[src/rtl/rpRegPkg.sv]
// Register map, bus write format and function strobes shared by the drive RTL and testbench
package rpRegPkg;

   //////////////////////////////////////////////////
   // Widths with a meaning
   //////////////////////////////////////////////////

   // One register word on the bus
   typedef logic [15:0] rpWord_t;
   // Cylinder address, low 10 bits only
   typedef logic [9:0]  rpCyl_t;
   // Register select
   typedef logic [2:0]  rpAddr_t;
   // Function field, CS1 bits 5..1
   typedef logic [4:0]  rpFunc_t;

   //////////////////////////////////////////////////
   // Register map
   //////////////////////////////////////////////////

   localparam rpAddr_t addrCs1 = 3'd0;
   localparam rpAddr_t addrDs  = 3'd1;
   localparam rpAddr_t addrMr  = 3'd3;
   localparam rpAddr_t addrDc  = 3'd5;
   localparam rpAddr_t addrCc  = 3'd6;

   // Function codes kept in this model
   localparam rpFunc_t funcNop    = 5'd0;
   localparam rpFunc_t funcSeek   = 5'd2;
   localparam rpFunc_t funcRecal  = 5'd3;
   localparam rpFunc_t funcDclr   = 5'd4;
   localparam rpFunc_t funcPreset = 5'd8;

   // Drive status bit positions
   localparam int dsAta = 15;
   localparam int dsPip = 13;
   localparam int dsDry = 7;

   // Single-cycle bus write, 19 bits
   typedef struct packed {
      rpAddr_t addr;
      rpWord_t data;
   } rpBusWr_t;

   // One-cycle function strobes out of the decoder
   typedef struct packed {
      logic preset;
      logic recal;
      logic seek;
      logic dclr;
   } rpCmd_t;

endpackage

[src/rtl/rpSeekPkg.sv]
// Seek and recalibrate timing constants, countdown type and seek FSM states for the drive
package rpSeekPkg;

   //////////////////////////////////////////////////
   // Timing
   //////////////////////////////////////////////////

   // Countdown, wide enough for a full-stroke seek
   typedef logic [15:0] rpSeekCount_t;

   // Cycles per cylinder of head travel
   localparam rpSeekCount_t seekCyclesPerCyl = 16'd4;

   // Fixed head settle, added to every timed seek
   localparam rpSeekCount_t seekSettle = 16'd8;

   // Whole recalibrate, independent of position
   localparam rpSeekCount_t recalCycles = 16'd64;

   //////////////////////////////////////////////////
   // Seek controller states
   //////////////////////////////////////////////////

   // stIdle   heads on cylinder, DRY
   // stSeek   timed move to the desired cylinder
   // stRecal  return to cylinder zero
   typedef enum logic [1:0] {
      stIdle,
      stSeek,
      stRecal
   } rpSeekState_t;

endpackage

[src/rtl/rpCurrentCylinder.sv]
// Current cylinder register, cleared by preset or recalibrate and loaded when a seek completes
module rpCurrentCylinder (
   input  logic             clk,
   input  logic             rst,
   input  rpRegPkg::rpCmd_t cmd,
   input  logic             dmd,
   input  logic             seekDone,
   input  rpRegPkg::rpCyl_t desiredCyl,
   output rpRegPkg::rpCyl_t currentCyl
);

   // Head position, 10-bit cylinder
   always_ff @(posedge clk or posedge rst)
   begin
      if (rst)
         currentCyl <= '0;
      // Preset and recal both return to zero, highest priority
      else if (cmd.preset | cmd.recal)
         currentCyl <= '0;
      // Timed seek finished, or instant seek in diagnostic mode
      else if (seekDone | (cmd.seek & dmd))
         currentCyl <= desiredCyl;
   end

endmodule

[src/rtl/rpDrive.sv]
// Drive top level joining function decoder, register file, cylinder register and seek controller
module rpDrive (
   input  logic               clk,
   input  logic               rst,
   input  logic               wrStb,
   input  rpRegPkg::rpBusWr_t wr,
   input  rpRegPkg::rpAddr_t  rdAddr,
   output rpRegPkg::rpWord_t  rdData,
   output logic               ata
);
   import rpRegPkg::*;

   // Function strobes
   rpCmd_t cmd;
   // Cylinders
   rpCyl_t desiredCyl;
   rpCyl_t currentCyl;
   // Drive state
   logic   dmd;
   logic   pip;
   logic   seekDone;

   //////////////////////////////////////////////////
   // Command path
   //////////////////////////////////////////////////

   rpFunctionDecoder decoder (
      .clk   (clk),
      .rst   (rst),
      .wrStb (wrStb),
      .wr    (wr),
      .pip   (pip),
      .cmd   (cmd)
   );

   rpRegisterFile regFile (
      .clk        (clk),
      .rst        (rst),
      .wrStb      (wrStb),
      .wr         (wr),
      .cmd        (cmd),
      .currentCyl (currentCyl),
      .pip        (pip),
      .ata        (ata),
      .rdAddr     (rdAddr),
      .rdData     (rdData),
      .desiredCyl (desiredCyl),
      .dmd        (dmd)
   );

   //////////////////////////////////////////////////
   // Positioning
   //////////////////////////////////////////////////

   rpCurrentCylinder curCyl (
      .clk        (clk),
      .rst        (rst),
      .cmd        (cmd),
      .dmd        (dmd),
      .seekDone   (seekDone),
      .desiredCyl (desiredCyl),
      .currentCyl (currentCyl)
   );

   rpSeekController seekCtl (
      .clk        (clk),
      .rst        (rst),
      .cmd        (cmd),
      .dmd        (dmd),
      .desiredCyl (desiredCyl),
      .currentCyl (currentCyl),
      .pip        (pip),
      .seekDone   (seekDone),
      .ata        (ata)
   );

endmodule

[src/rtl/rpFunctionDecoder.sv]
// Turns CS1 writes with GO set into registered one-cycle function strobes, gated by drive busy
module rpFunctionDecoder (
   input  logic              clk,
   input  logic              rst,
   input  logic              wrStb,
   input  rpRegPkg::rpBusWr_t wr,
   input  logic              pip,
   output rpRegPkg::rpCmd_t  cmd
);
   import rpRegPkg::*;

   // GO write captured at the write edge
   logic    goPending;
   // Function field of that write
   rpFunc_t goFunc;
   // Positioning already running or about to start
   logic    busy;
   // Decoded strobes, registered on the next edge
   rpCmd_t  cmdNext;

   //////////////////////////////////////////////////
   // Stage 1, capture the CS1 write
   //////////////////////////////////////////////////

   // Only CS1 writes with GO (bit 0) start a function
   always_ff @(posedge clk or posedge rst)
   begin
      if (rst)
         goPending <= 1'b0;
      else
         goPending <= wrStb & (wr.addr == addrCs1) & wr.data[0];
   end

   // Function code payload
   always_ff @(posedge clk)
   begin
      goFunc <= wr.data[5:1];
   end

   //////////////////////////////////////////////////
   // Stage 2, decode and strobe
   //////////////////////////////////////////////////

   // A seek or recal strobe in flight counts as busy too
   assign busy = pip | cmd.seek | cmd.recal;

   always_comb
   begin
      cmdNext = '0;
      if (goPending)
      begin
         case (goFunc)
            funcNop    : cmdNext = '0;
            // Positioning commands dropped while busy
            funcSeek   : cmdNext.seek   = ~busy;
            funcRecal  : cmdNext.recal  = ~busy;
            funcDclr   : cmdNext.dclr   = 1'b1;
            funcPreset : cmdNext.preset = 1'b1;
            // Unsupported codes do nothing
            default    : cmdNext = '0;
         endcase
      end
   end

   always_ff @(posedge clk or posedge rst)
   begin
      if (rst)
         cmd <= '0;
      else
         cmd <= cmdNext;
   end

endmodule

[src/rtl/rpRegisterFile.sv]
// Holds the desired cylinder and maintenance registers and multiplexes all drive register reads
module rpRegisterFile (
   input  logic               clk,
   input  logic               rst,
   input  logic               wrStb,
   input  rpRegPkg::rpBusWr_t wr,
   input  rpRegPkg::rpCmd_t   cmd,
   input  rpRegPkg::rpCyl_t   currentCyl,
   input  logic               pip,
   input  logic               ata,
   input  rpRegPkg::rpAddr_t  rdAddr,
   output rpRegPkg::rpWord_t  rdData,
   output rpRegPkg::rpCyl_t   desiredCyl,
   output logic               dmd
);
   import rpRegPkg::*;

   // Stored register contents
   rpCyl_t  dcReg;
   logic    mrDmd;
   rpFunc_t csFunc;

   // Per-register write enables
   logic    wrCs1;
   logic    wrMr;
   logic    wrDc;

   // Assembled drive status word
   rpWord_t dsWord;

   assign wrCs1 = wrStb & (wr.addr == addrCs1);
   assign wrMr  = wrStb & (wr.addr == addrMr);
   assign wrDc  = wrStb & (wr.addr == addrDc);

   //////////////////////////////////////////////////
   // Writable registers
   //////////////////////////////////////////////////

   always_ff @(posedge clk or posedge rst)
   begin
      if (rst)
      begin
         dcReg  <= '0;
         mrDmd  <= 1'b0;
         csFunc <= '0;
      end
      else
      begin
         // Preset wins over a DC write in the same cycle
         if (cmd.preset)
            dcReg <= '0;
         else if (wrDc)
            dcReg <= wr.data[9:0];
         // MR bit 0 is diagnostic mode
         if (wrMr)
            mrDmd <= wr.data[0];
         // Function field kept for readback
         if (wrCs1)
            csFunc <= wr.data[5:1];
      end
   end

   assign desiredCyl = dcReg;
   assign dmd        = mrDmd;

   //////////////////////////////////////////////////
   // Read side
   //////////////////////////////////////////////////

   // DRY is simply not positioning
   always_comb
   begin
      dsWord        = '0;
      dsWord[dsAta] = ata;
      dsWord[dsPip] = pip;
      dsWord[dsDry] = ~pip;
   end

   always_comb
   begin
      case (rdAddr)
         // GO always reads back as zero
         addrCs1 : rdData = {10'b0, csFunc, 1'b0};
         addrDs  : rdData = dsWord;
         addrMr  : rdData = {15'b0, mrDmd};
         addrDc  : rdData = {6'b0, dcReg};
         addrCc  : rdData = {6'b0, currentCyl};
         // Unmapped
         default : rdData = '0;
      endcase
   end

endmodule

[src/rtl/rpSeekController.sv]
// Seek and recalibrate timer FSM producing positioning-in-progress, seek done and attention
module rpSeekController (
   input  logic             clk,
   input  logic             rst,
   input  rpRegPkg::rpCmd_t cmd,
   input  logic             dmd,
   input  rpRegPkg::rpCyl_t desiredCyl,
   input  rpRegPkg::rpCyl_t currentCyl,
   output logic             pip,
   output logic             seekDone,
   output logic             ata
);
   import rpRegPkg::*;
   import rpSeekPkg::*;

   rpSeekState_t state;
   rpSeekCount_t count;

   // Head travel and the time it takes
   rpCyl_t       distance;
   rpSeekCount_t seekTime;

   // Decoded events
   logic         startSeek;
   logic         startRecal;
   logic         lastCycle;
   logic         posDone;

   //////////////////////////////////////////////////
   // Seek time
   //////////////////////////////////////////////////

   // Absolute cylinder difference
   always_comb
   begin
      if (desiredCyl >= currentCyl)
         distance = desiredCyl - currentCyl;
      else
         distance = currentCyl - desiredCyl;
   end

   // Travel time plus settle, never zero
   assign seekTime = rpSeekCount_t'(distance) * seekCyclesPerCyl + seekSettle;

   // Diagnostic seeks are instant, no timer
   assign startSeek  = cmd.seek & ~dmd & (state == stIdle);
   assign startRecal = cmd.recal & (state == stIdle);

   assign lastCycle = (count == rpSeekCount_t'(1));

   //////////////////////////////////////////////////
   // Timer FSM
   //////////////////////////////////////////////////

   always_ff @(posedge clk or posedge rst)
   begin
      if (rst)
      begin
         state <= stIdle;
         count <= '0;
      end
      else
      begin
         case (state)
            stIdle :
            begin
               if (startRecal)
               begin
                  state <= stRecal;
                  count <= recalCycles;
               end
               else if (startSeek)
               begin
                  state <= stSeek;
                  count <= seekTime;
               end
            end
            // Both moves count down the same way
            stSeek, stRecal :
            begin
               if (lastCycle)
                  state <= stIdle;
               else
                  count <= count - 1'b1;
            end
            default :
               state <= stIdle;
         endcase
      end
   end

   // Busy for the whole move
   assign pip = (state != stIdle);

   // Only a seek loads the cylinder register
   assign seekDone = (state == stSeek) & lastCycle;
   assign posDone  = pip & lastCycle;

   //////////////////////////////////////////////////
   // Attention
   //////////////////////////////////////////////////

   // Set beats DCLR in the same cycle
   always_ff @(posedge clk or posedge rst)
   begin
      if (rst)
         ata <= 1'b0;
      else if (posDone | (cmd.seek & dmd))
         ata <= 1'b1;
      else if (cmd.dclr)
         ata <= 1'b0;
   end

endmodule

[config.mk]
export PLATFORM = sky130hd
export DESIGN_NAME = rpDrive
export DESIGN_NICKNAME = d
export VERILOG_FILES = /design/src/rtl/rpRegPkg.sv /design/src/rtl/rpSeekPkg.sv /design/src/rtl/rpCurrentCylinder.sv /design/src/rtl/rpDrive.sv /design/src/rtl/rpFunctionDecoder.sv /design/src/rtl/rpRegisterFile.sv /design/src/rtl/rpSeekController.sv
export SDC_FILE = /design/constraint.sdc
export NUM_CORES = 1
export LEC_CHECK = 0
export BUFFER_PORTS_ARGS = -buffer_cell sky130_fd_sc_hd__clkbuf_2
export CORE_AREA = 2 2 102 104
export DETAILED_ROUTE_END_ITERATION = 8
export DIE_AREA = 0 0 104 106
export PLACE_DENSITY = 0.64
export SLEW_MARGIN = 0
export SYNTH_ARGS = -nofsm -noshare
export SYNTH_HDL_FRONTEND = slang
export SYNTH_HIERARCHICAL = 1
export SYNTH_SLANG_ARGS = --single-unit
[constraint.sdc]
create_clock -name clk -period 3.9 [get_ports clk]
set_input_delay 0.78 -clock clk [delete_from_list [all_inputs] [get_ports clk]]
set_output_delay 0.78 -clock clk [all_outputs]
set_load 0.05 [all_outputs]
Word level (Yosys, flattened, before mapping) --
Index checks and enable logic that the tools add are counted.
Word-level totals: memories 0, memory bits (writable) 0, bits in read-only memories 0, logic and storage cells 84, output and inout port bits 17, latch bits 0, bits of input ports 25, flip-flop bits (word level) 55
Operators by class: $add $sub $neg 4, bitwise logic cells 18, multipliers 0, $lt $le $gt $ge 1, div/mod/pow operators 0, equality and inequality tests 16, muxes and demuxes 21, reduce and logical (&&, ||, !) cells 11, shifts and indexed selects 0
Operators with widths (count):
- $pmux 16 s5 | 1
- $mux 10 | 5
- $mux 16 | 3
- $pmux 16 s2 | 1
- $sub 10x10->10 | 2
- $eq 16x1->1 const B | 1
- $sub 16x1->16 const B | 1
- $add 12x4->13 const B | 1
- $and 1x1->1 | 10
- $eq 5x2->1 const B | 2
- $ge 10x10->1 | 1
- $reduce_bool 2->1 | 5
- $eq 3x3->1 const B | 3
- $eq 3x2->1 const B | 2
- $logic_not 3->1 | 2
- $mux 1 | 6
- $mux 2 | 3
- $eq 5x3->1 const B | 1
- $eq 5x4->1 const B | 1
- $or 1x1->1 | 5
- $mux 4 | 1
- $pmux 2 s2 | 1
- $eq 3x1->1 const B | 1
- $ne 3x1->1 const B | 1
- other kinds (9) | 11

Logic depth before layout (Yosys ltp) --
Gate-level depths: netlist of the first run.
word-level depth 6, depth in mapped cells 13, gate-level depth less buffers 13

Cells and area by module --
Netlist of the first run, hierarchy kept.
By module, submodules not included:
- rpSeekController | area an instance 2388.5 sq um, cells each 296, sequential area each 475.5 sq um, times used 1
- rpRegisterFile | area an instance 1104.8 sq um, cells each 112, sequential area each 400.4 sq um, times used 1
- rpCurrentCylinder | area an instance 553.0 sq um, cells each 46, sequential area each 250.2 sq um, times used 1
- rpFunctionDecoder | area an instance 302.8 sq um, cells each 21, sequential area each 225.2 sq um, times used 1

Worst setup path before layout of the first run --
Ideal clock, no wire load.
path type register -> register, start register regFile.dcReg[0], in the netlist regFile/desiredCyl[0], end register seekCtl.count[11], data required time 3.804 ns, clock period less this slack 3.253 ns, setup time 0.096 ns, buffers on the path 0, setup slack 0.647 ns, arrival 3.157 ns, stages on the path, launching flop included 13, path through dfrtp_1 > inv_1 > ha_1 > inv_1 > fa_1 > a21o_4 > o2111ai_2 > nand3_4 > a2111o_1 > and3_4 > or4b_1 > o211a_1 > o31ai_1
On the way: word-level cells in the longest chain between the ends 6, elaborated cells on any way between the ends 8, those cells by class add/sub (3); order compare (1); mux (4)
Ends and longest elaborated chain:
- start: declaration | line rpRegisterFile.sv:19 | rpCyl_t dcReg;
- start signal: assignment | line rpRegisterFile.sv:53 | dcReg <= wr.data[9:0];
- $sub 10x10->10, or another cell as far along | line rpSeekController.sv:39 | distance = currentCyl - desiredCyl;
- $mux 10 * | line rpSeekController.sv:36 | if (desiredCyl >= currentCyl)
- $add 12x4->13 * | line rpSeekController.sv:43 | assign seekTime = rpSeekCount_t'(distance) * seekCyclesPerCyl + seekSettle;
- $mux 16 * | line rpSeekController.sv:72 | else if (startSeek)
- $mux 16 * | line rpSeekController.sv:67 | if (startRecal)
- $pmux 16 s2 * | line rpSeekController.sv:64 | case (state)
- end signal: assignment | line rpSeekController.sv:70 | count <= recalCycles;
- end signal: assignment | line rpSeekController.sv:75 | count <= seekTime;
- end signal: assignment | line rpSeekController.sv:84 | count <= count - 1'b1;
- end: declaration | line rpSeekController.sv:17 | rpSeekCount_t count;
Every way passes the cells marked *; elsewhere a longest branch is shown, timed or not. The select of a mux whose other input is x is not followed. A chain may end at the register's enable or synchronous reset.

Worst setup path in the final report of the first run --
Ends and elaborated chain as after synthesis.

==> run_results.csv, run 1 <==
group,metric,value,unit
status,run_status,"complete, no violations",
place,portBuffers,31,
clock_tree,post_cts_buffers,0,
clock_tree,ctsHtreeMaxLevel,2,
clock_tree,clock_path_buffers,2,
layout,layout_common_cells,"50 x dfrtp_1, 42 x inv_1, 32 x nand2_1",
floorplan,die_h,106,µm
layout,fin_util,0.463,
layout,multi_input_area,0.00271,mm²
route,ant_nets,0,
layout,area_delta_synth_final,6.50,%
synthesis,ys.flop_type,"dfrtp_1",
worst_hold_path,hold_class,"input pin to asynchronous set/reset pin",
floorplan,die_w,104,µm
route,drt_iter0_markers,186,
synthesis,synth_area_per_cell,9.16,µm²
synthesis,synth.area.top_cells,"dfrtp_1 29%, ha_1 6.9%, mux2_2 4.1%",
clock_tree,postCtsHoldBufs,0,
synthesis,syn_inst,475,
power_and_ir_drop,clockPowerShare,0.159,
route,drt_first_pass_iters,5,
power_and_ir_drop,power.share.switching,0.420,
synthesis,synth-seq-cells,55,
route,wl,9.47,mm
sta,fmax,279,MHz
critical_path,end_kind,"flop",
critical_path,cpMostUsedCell,"inv_1",
power_and_ir_drop,ir_drop,235,µV
grt,antenna_found_initial,0,
critical_path,max_stage_delay,0.62,ns
layout,layout-drive-gt1-share,0.167,
synthesis,synth_area,0.00435,mm²
critical_path,reg2reg_depth,12,
power_and_ir_drop,p_int,1.20,mW
route,vias,3563,
floorplan,io_pins,42,
grt,grt_pass1_wl,16.3,mm
synthesis,yosys.area.top_type,"dfrtp_1",
critical_path,critical_path_required,4.14,ns
clock_tree,root_buffer,"clkbuf_8",
sta,slew-limit-headroom,0.285,
layout,n_antenna_cell,0,
sta,finalCritPeriodShare,0.919,
layout,fillers,993,
critical_path,worstSetupStartpointType,"flop",
grt,grt_max_degree,41,
synthesis,yosys_warnings,6,
critical_path,cp_max_fo,5,
power_and_ir_drop,total_power,2.06,mW
synthesis,synth_top_area_share,0.288,
clock_tree,clkSinkCount,55,
synthesis,yosysSeqAreaShare,0.311,
place,place.gp.congestion,0.818,
route,drcViolationCount,0,
critical_path,crit_arrival,3.82,ns
power_and_ir_drop,combPwrFrac,0.455,
floorplan,start_util,0.435,
sta,tns,0,ns
clock_tree,cts_made_buffers,5,
grt,gr-total-overflow,0,
sta,period_minus_slack,3.58,ns
critical_path,cpMaxStageDelayCell,"a2111oi_0",
place,hpwl,7.38,mm
floorplan,num_rows,37,
layout,final_common_cell,"dfrtp_1",
grt,grt_pass1_vias,3428,
layout,nets,542,
sta,skew,0.0225,ns
synthesis,async_flop_share,0.909,
critical_path,critPathKind,"flop to flop",
sta,rsz0062_at_grt,"false",
critical_path,crit_chain,"inv_1 > ha_1 > inv_1 > fa_1 > a21o_4 > a221oi_2 > nand2_1 > a2111oi_0 > nor2_2 > or4b_1 > o211a_1 > o31ai_1",
sta,finalHoldViolations,0,
route,wl_per_cell,15.1,µm
power_and_ir_drop,power_frac_seq,0.387,
floorplan,core_area,0.0100,mm²
power_and_ir_drop,p_sw,0.866,mW
grt,track_usage,0.176,
sta,slew_viol_final,0,
clock_tree,cts_tree,"yes",
sta,worstMarginPinSlew,1.07,ns
layout,ff_latch_area,0.00135,mm²
synthesis,synth-edff-count,0,
power_and_ir_drop,power.density,446,mW/mm²
clock_tree,path_clk_slew,0.12,ns
synthesis,synth_cell_type_count,76,
floorplan,dieArea,0.0110,mm²
clock_tree,ctsResizeCount,0,
sta,final-setup-viol-count,0,
power_and_ir_drop,leakage,2.01,nW
clock_tree,worstSkewPairLatency,0.32,ns
route,vias_per_cell,5.67,
job,drv_cap,0,
worst max-delay path, delay by kind of cell, from the launching register on:
family | cells | cell delay (ns)
flops | 1 | 0.44
simple gates | 3 | 0.71
compound gates | 5 | 1.65
fa+ha+maj | 2 | 0.60
buf+inv | 2 | 0.13
flip-flops by register name, indices dropped and copies added, names as in the netlist:
| register | cells |
|---|---|
| regFile/desiredCyl | 10 |
| regFile/csFunc | 5 |
| regFile/dmd | 1 |
| seekCtl/count | 16 |
| decoder/cmd | 4 |
| seekCtl/ata | 1 |
| decoder/goFunc | 5 |
| curCyl/currentCyl | 10 |
| seekCtl/state | 2 |
| decoder/goPending | 1 |
Yosys cell counts (7+ instances only):
master and number:
mux2i_1 13, nand4b_1 10, nor3b_1 23, nand3_1 7
nand3b_1 9, nand2_1 32, xnor2_1 9, dfrtp_1 50
a21oi_1 22, buf_2 9, inv_1 42, nor2_1 10
buf_4 8, clkbuf_1 7, nor4_1 8, o21ai_0 24
nand2b_1 22, ha_1 24, nor3_1 8, mux2_2 16
logic make-up after synthesis:
kind of cell | share of synthesized area
simple gates | 0.258
compound gates | 0.179
buf+inv | 0.0690
flops | 0.311
mux | 0.0765
fa+ha+maj | 0.0783
xor+xnor | 0.0282
other cells | 0.000862
layout make-up:
cell class	count	area share
Multi-Input combinational cell	356	0.585
Sequential cell	55	0.292
Tap cell	136	0.0367
Inverter	42	0.0340
Timing Repair Buffer	31	0.0335
Clock buffer	6	0.0157
Clock inverter	2	0.00351
power groups by stage:
stage	clock network (mW)	registers (mW)	logic, mW
final	0.328	0.798	0.938
after global routing	0.364	0.818	1.06
after CTS	0.337	0.795	0.942
after detailed placement	0	0.808	0.937
after global placement	0	0.803	0.918
after floorplan	0	0.771	0.767
routing by layer:
layer,part of all wire,up-vias,GRT usage
met4,0.0066,0,0.0328
met2,0.49,96,0.311
met1,0.47,1716,0.236
li1,-,1745,-
met5,0,-,0
met3,0.035,6,0.0196
path summary, 6_finish.rpt:
check | start | end | slack [ns]
worst min-delay path | rst | decoder/cmd[3]$_DFF_PP0_ | 0.40
worst max-delay path | regFile/desiredCyl[0]$_DFFE_PP0P_ | seekCtl/count[11]$_DFFE_PP0P_ | 0.32
min in group clk | decoder/goFunc[2]$_DFF_P_ | decoder/cmd[1]$_DFF_PP0_ | 0.47
worst max register to register | regFile/desiredCyl[0]$_DFFE_PP0P_ | seekCtl/count[11]$_DFFE_PP0P_ | 0.32
worst min register to register | decoder/goFunc[2]$_DFF_P_ | decoder/cmd[1]$_DFF_PP0_ | 0.47
max in group asynchronous | rst | seekCtl/state[0]$_DFFE_PP0P_ | 2.80
metrics by stage:
stage,instance area (µm²),hold WS (ns),worst slack [ns],cells
6_report,4630,0.396,0.317,628
3_3_place_gp,4540,0.448,0.420,620
3_5_place_dp,4540,0.457,0.351,620
4_1_cts,4630,0.386,0.329,628
5_1_grt,4630,0.383,0.0264,628
2_1_floorplan,4360,0.426,0.647,478
Power figures use the tool's default switching activity.
==> run 2: changes to the inputs <==
--- a/config.mk
+++ b/config.mk
@@ -6,9 +6,11 @@
 export NUM_CORES = 1
 export LEC_CHECK = 0
 export BUFFER_PORTS_ARGS = -buffer_cell sky130_fd_sc_hd__clkbuf_2
+export CAP_MARGIN = 10
 export CORE_AREA = 2 2 102 104
 export DETAILED_ROUTE_END_ITERATION = 8
 export DIE_AREA = 0 0 104 106
+export MAX_ROUTING_LAYER = met4
 export PLACE_DENSITY = 0.64
 export SLEW_MARGIN = 0
 export SYNTH_ARGS = -nofsm -noshare
==> run 2 against run 1 <==
  * Non-clock buffer count is the same
  * Register-to-register slack is essentially flat
  * Highest routed layer unchanged
  * Sequential power is essentially flat
  * Critical path depth is the same
  * Critical endpoint unchanged
  * Largest power group unchanged
  * Worst hold slack lost 0.0064 ns
==> run_results.csv, run 2 (synthesis gave the netlist of run 1 again) <==
group,metric,value,unit
status,run_status,"complete, no violations",
route,wl_per_cell,15.0,µm
grt,grt_max_degree,41,
floorplan,dieArea,0.0110,mm²
floorplan,die_w,104,µm
layout,nets,542,
layout,n_antenna_cell,0,
route,drt_iter0_markers,187,
critical_path,end_kind,"flop",
sta,tns,0,ns
sta,skew,0.0222,ns
route,ant_nets,0,
sta,rsz0062_at_grt,"false",
floorplan,num_rows,37,
layout,largest_reg_flops,16,
clock_tree,postCtsHoldBufs,0,
critical_path,worstSetupStartpointType,"flop",
critical_path,critPathTopFamily,"compound AO/OA/AOI/OAI gates",
grt,gr-total-overflow,0,
sta,finalCritPeriodShare,0.920,
floorplan,core_area,0.0100,mm²
sta,period_minus_slack,3.59,ns
power_and_ir_drop,ir_drop,235,µV
sta,slew_viol_final,0,
place,hpwl,7.38,mm
layout,top_register,"seekCtl/count",
layout,layout-drive-gt1-share,0.167,
floorplan,die_h,106,µm
sta,fin_ws,0.312,ns
grt,grt_pass1_wl,16.3,mm
critical_path,cp_max_fo,5,
layout,final_common_cell,"dfrtp_1",
worst_hold_path,hold_class,"input pin to asynchronous set/reset pin",
grt,antenna_found_initial,0,
floorplan,start_util,0.435,
route,drt_first_pass_iters,5,
clock_tree,post_cts_buffers,0,
route,vias_per_cell,5.67,
layout,fin_util,0.463,
sta,fmax,279,MHz
floorplan,io_pins,42,
power_and_ir_drop,total_power,2.06,mW
critical_path,critPathKind,"flop to flop",
critical_path,max_stage_delay,0.62,ns
critical_path,cpMaxStageDelayCell,"a2111oi_0",
critical_path,critical_path_required,4.13,ns
critical_path,crit_arrival,3.82,ns
layout,layout_common_cells,"50 x dfrtp_1, 42 x inv_1, 32 x nand2_1",
job,drv_cap,0,
clock_tree,path_clk_slew,0.12,ns
clock_tree,ctsHtreeMaxLevel,2,
sta,slew-limit-headroom,0.283,
clock_tree,ctsResizeCount,0,
place,portBuffers,31,
clock_tree,clkSinkCount,55,
clock_tree,clock_path_buffers,2,
power_and_ir_drop,leakage,2.01,nW
critical_path,crit_chain,"inv_1 > ha_1 > inv_1 > fa_1 > a21o_4 > a221oi_2 > nand2_1 > a2111oi_0 > nor2_2 > or4b_1 > o211a_1 > o31ai_1",
grt,track_usage,0.181,
clock_tree,worstSkewPairLatency,0.32,ns
clock_tree,root_buffer,"clkbuf_8",
route,vias,3561,
route,wl,9.45,mm
place,place.gp.congestion,0.831,
layout,area_delta_synth_final,6.50,%
grt,grt_pass1_vias,3425,
place,dp_slack,0.351,ns
clock_tree,cts_tree,"yes",
sta,final-setup-viol-count,0,
sta,worstMarginPinSlew,1.07,ns
route,drcViolationCount,0,
critical_path,crit_buf_inv,2,
clock_tree,cts_made_buffers,5,
critical_path,cpMostUsedCell,"inv_1",
sta,finalHoldViolations,0,
power_and_ir_drop,power.density,446,mW/mm²
## run 2: cell counts in the layout (fill, tap and decap cells not counted)
Identical to the previous run, type by type.
## run 2: final cells by class
type / count / area (µm²)
clock buffers: 6 / 72.6
clock inverters: 2 / 16.3
fillers: 993 / 5370
inverters: 42 / 158
multi-input cells: 356 / 2710
flip-flops and latches: 55 / 1350
well taps: 136 / 170
repair buffers: 31 / 155
## run 2: through the flow
stage	instance area [µm²]	cells	hold WS, ns
3_3_place_gp	4540	620	0.448
3_5_place_dp	4540	620	0.457
2_1_floorplan	4360	478	0.426
4_1_cts	4630	628	0.386
6_report	4630	628	0.389
5_1_grt	4630	628	0.383
## run 2: where the power goes
| group | internal (mW) | switching, mW |
|---|---|---|
| Sequential | 0.674 | 0.123 |
| Combinational | 0.394 | 0.545 |
| Clock | 0.130 | 0.199 |
| Total | 1.20 | 0.866 |
## run 2: worst reg2reg max path, stage by stage, from the launching register on
cell	delay, ns
dfrtp_1	0.44
inv_1	0.08
ha_1	0.16
inv_1	0.05
fa_1	0.44
a21o_4	0.25
a221oi_2	0.35
nand2_1	0.09
a2111oi_0	0.62
nor2_2	0.10
or4b_1	0.52
o211a_1	0.24
o31ai_1	0.19
## run 2: final timing paths
check                                                       start                             to  slack [ns]  cells after the start
min in group clk                        decoder/goFunc[2]$_DFF_P_       decoder/cmd[1]$_DFF_PP0_        0.48                      1
worst min-delay path                                          rst       decoder/cmd[0]$_DFF_PP0_        0.39                      2
worst min register to register          decoder/goFunc[2]$_DFF_P_       decoder/cmd[1]$_DFF_PP0_        0.48                      1
max in group asynchronous                                     rst   seekCtl/state[0]$_DFFE_PP0P_        2.80                      2
worst max-delay path            regFile/desiredCyl[0]$_DFFE_PP0P_  seekCtl/count[11]$_DFFE_PP0P_        0.31                     12
worst max register to register  regFile/desiredCyl[0]$_DFFE_PP0P_  seekCtl/count[11]$_DFFE_PP0P_        0.31                     12
## run 2: per-layer routing
layer	vias to the layer above	global-route usage	routed length, µm	part of all wire
met1	1709	0.237	4380	0.46
met2	100	0.310	4600	0.49
met5	-	-	0	0
met3	6	0.0196	407	0.043
li1	1746	-	-	-
met4	0	0.0328	63	0.0067
==> run 3: changes to the inputs <==
--- a/config.mk
+++ b/config.mk
@@ -8,6 +8,7 @@
 export BUFFER_PORTS_ARGS = -buffer_cell sky130_fd_sc_hd__clkbuf_2
 export CAP_MARGIN = 10
 export CORE_AREA = 2 2 102 104
+export CTS_BUF_LIST = sky130_fd_sc_hd__clkbuf_16
 export DETAILED_ROUTE_END_ITERATION = 8
 export DIE_AREA = 0 0 104 106
 export MAX_ROUTING_LAYER = met4
==> constraint.sdc (replaced) <==
create_clock -name clk -period 3.9 [get_ports clk]
set_input_delay 0.78 -clock clk [delete_from_list [all_inputs] [get_ports clk]]
set_output_delay 0.78 -clock clk [all_outputs]
set_load 0.005 [all_outputs]
==> run 3 against run 2 <==
  * Worst setup slack got worse by 0.0037 ns
  * Final area increased by 1.2%
  * Sequential power about the same
  * Combinational power decreased by 3.9%
  * Register-to-register slack about the same
  * Non-clock buffer count unchanged
  * First-iteration DRC count increased by 0.53%
  * Critical endpoint unchanged
  * Largest cell class unchanged
==> run_results.csv, run 3 (synthesis gave the netlist of run 1 again) <==
group,metric,value,unit
status,run_status,"complete, no violations",
floorplan,num_rows,37,
layout,layout-drive-gt1-share,0.167,
critical_path,reg2reg_depth,12,
sta,rsz0062_at_grt,"false",
sta,tns,0,ns
sta,period_minus_slack,3.59,ns
sta,worstMarginPinSlew,1.07,ns
worst_hold_path,hold_class,"input pin to asynchronous set/reset pin",
clock_tree,clkSinkCount,55,
place,portBuffers,31,
clock_tree,root_buffer,"clkbuf_16",
critical_path,critPathKind,"flop to flop",
floorplan,die_w,104,µm
clock_tree,post_cts_buffers,0,
route,wl,9.48,mm
critical_path,max_stage_delay,0.61,ns
sta,finalCritPeriodShare,0.921,
layout,multi_input_area,0.00271,mm²
grt,gr-total-overflow,0,
layout,ff_latch_area,0.00135,mm²
layout,largest_reg_flops,16,
place,dp_slack,0.351,ns
clock_tree,postCtsHoldBufs,0,
floorplan,die_h,106,µm
critical_path,crit_arrival,3.80,ns
clock_tree,ctsHtreeMaxLevel,2,
sta,finalHoldViolations,0,
grt,track_usage,0.185,
route,vias_per_cell,5.69,
place,hpwl,7.38,mm
sta,timing.hold.ws,0.402,ns
critical_path,worstSetupStartpointType,"flop",
critical_path,critical_path_required,4.11,ns
critical_path,cpMaxStageDelayCell,"a2111oi_0",
layout,top_register,"seekCtl/count",
clock_tree,cts_made_buffers,5,
route,drt_iter0_markers,188,
grt,antenna_found_initial,0,
power_and_ir_drop,leakage,2.04,nW
layout,fillers,984,
floorplan,start_util,0.435,
critical_path,crit_chain,"inv_1 > ha_1 > inv_1 > fa_1 > a21o_4 > a221oi_2 > nand2_1 > a2111oi_0 > nor2_2 > or4b_1 > o211a_1 > o31ai_1",
clock_tree,worstSkewPairLatency,0.30,ns
place,place.gp.congestion,0.831,
clock_tree,cts_tree,"yes",
power_and_ir_drop,power.density,458,mW/mm²
route,vias,3572,
clock_tree,clock_path_buffers,2,
sta,fmax,278,MHz
layout,area_delta_synth_final,7.80,%
grt,grt_pass1_wl,16.4,mm
layout,final_common_cell,"dfrtp_1",
layout,nets,542,
layout,n_antenna_cell,0,
critical_path,cpMostUsedCell,"inv_1",
sta,slew_viol_final,0,
job,drv_cap,0,
clock_tree,ctsResizeCount,0,
power_and_ir_drop,ir_drop,240,µV
route,drcViolationCount,0,
route,wl_per_cell,15.1,µm
floorplan,core_area,0.0100,mm²
route,drt_first_pass_iters,5,
route,ant_nets,0,
sta,slew-limit-headroom,0.285,
sta,fin_ws,0.308,ns
layout,layout_common_cells,"50 x dfrtp_1, 43 x inv_1, 32 x nand2_1",
grt,grt_max_degree,41,
clock_tree,path_clk_slew,0.08,ns
critical_path,cp_max_fo,5,
floorplan,dieArea,0.0110,mm²
sta,skew,0.0113,ns
grt,grt_pass1_vias,3438,
sta,final-setup-viol-count,0,
critical_path,end_kind,"flop",
floorplan,io_pins,42,
==> run 3: cell types whose count changed in the layout (fill, tap and decap cells not counted), sizes merged <==
cell    change
clkbuf      -1
inv         +1
==> run 3: final cells by class <==
| type | instances | area share |
|---|---|---|
| well taps | 136 | 0.0363 |
| inverters | 42 | 0.0336 |
| multi-input cells | 356 | 0.578 |
| repair buffers | 31 | 0.0331 |
| flip-flops and latches | 55 | 0.288 |
| clock inverters | 3 | 0.00427 |
| clock buffers | 5 | 0.0267 |
==> run 3: path summary, 6_finish.rpt <==
| kind | from | to | slack [ns] |
|---|---|---|---|
| max in group asynchronous | rst | seekCtl/state[0]$_DFFE_PP0P_ | 2.80 |
| min in group clk | decoder/goFunc[2]$_DFF_P_ | decoder/cmd[1]$_DFF_PP0_ | 0.47 |
| max | regFile/desiredCyl[0]$_DFFE_PP0P_ | seekCtl/count[11]$_DFFE_PP0P_ | 0.31 |
| min reg2reg | decoder/goFunc[2]$_DFF_P_ | decoder/cmd[1]$_DFF_PP0_ | 0.47 |
| max reg2reg | regFile/desiredCyl[0]$_DFFE_PP0P_ | seekCtl/count[11]$_DFFE_PP0P_ | 0.31 |
| min | rst | decoder/goPending$_DFF_PP0_ | 0.40 |
==> run 3: through the flow <==
| stage | utilization | std cells | cell area, µm² | total power, mW |
|---|---|---|---|---|
| after floorplan | - | 478 | 4360 | 1.50 |
| after global placement | 0.454 | 620 | 4540 | 1.69 |
| after detailed placement | 0.454 | 620 | 4540 | 1.71 |
| after CTS | 0.469 | 628 | 4690 | 2.17 |
| after global routing | 0.469 | 628 | 4690 | 2.33 |
| final | 0.469 | 628 | 4690 | 2.15 |
==> run 3: where the power goes <==
group	internal (mW)	switching (mW)
clock	0.239	0.210
sequential	0.675	0.124
combinational	0.394	0.508
total	1.31	0.842
==> run 3: metal layers <==
| layer | part of all wire | global-route usage | vias to the layer above |
|---|---|---|---|
| met5 | 0 | - | - |
| met4 | 0.0082 | 0.0521 | 0 |
| met2 | 0.49 | 0.311 | 92 |
| met1 | 0.46 | 0.237 | 1726 |
| li1 | - | - | 1748 |
| met3 | 0.036 | 0.0221 | 6 |
==> run 3: critical path: cells and delay by family (launching register included) <==
family,cells,cell delay (ns)
flops,1,0.42
compound gates,5,1.64
simple gates,3,0.71
fa+ha+maj,2,0.60
buf+inv,2,0.12
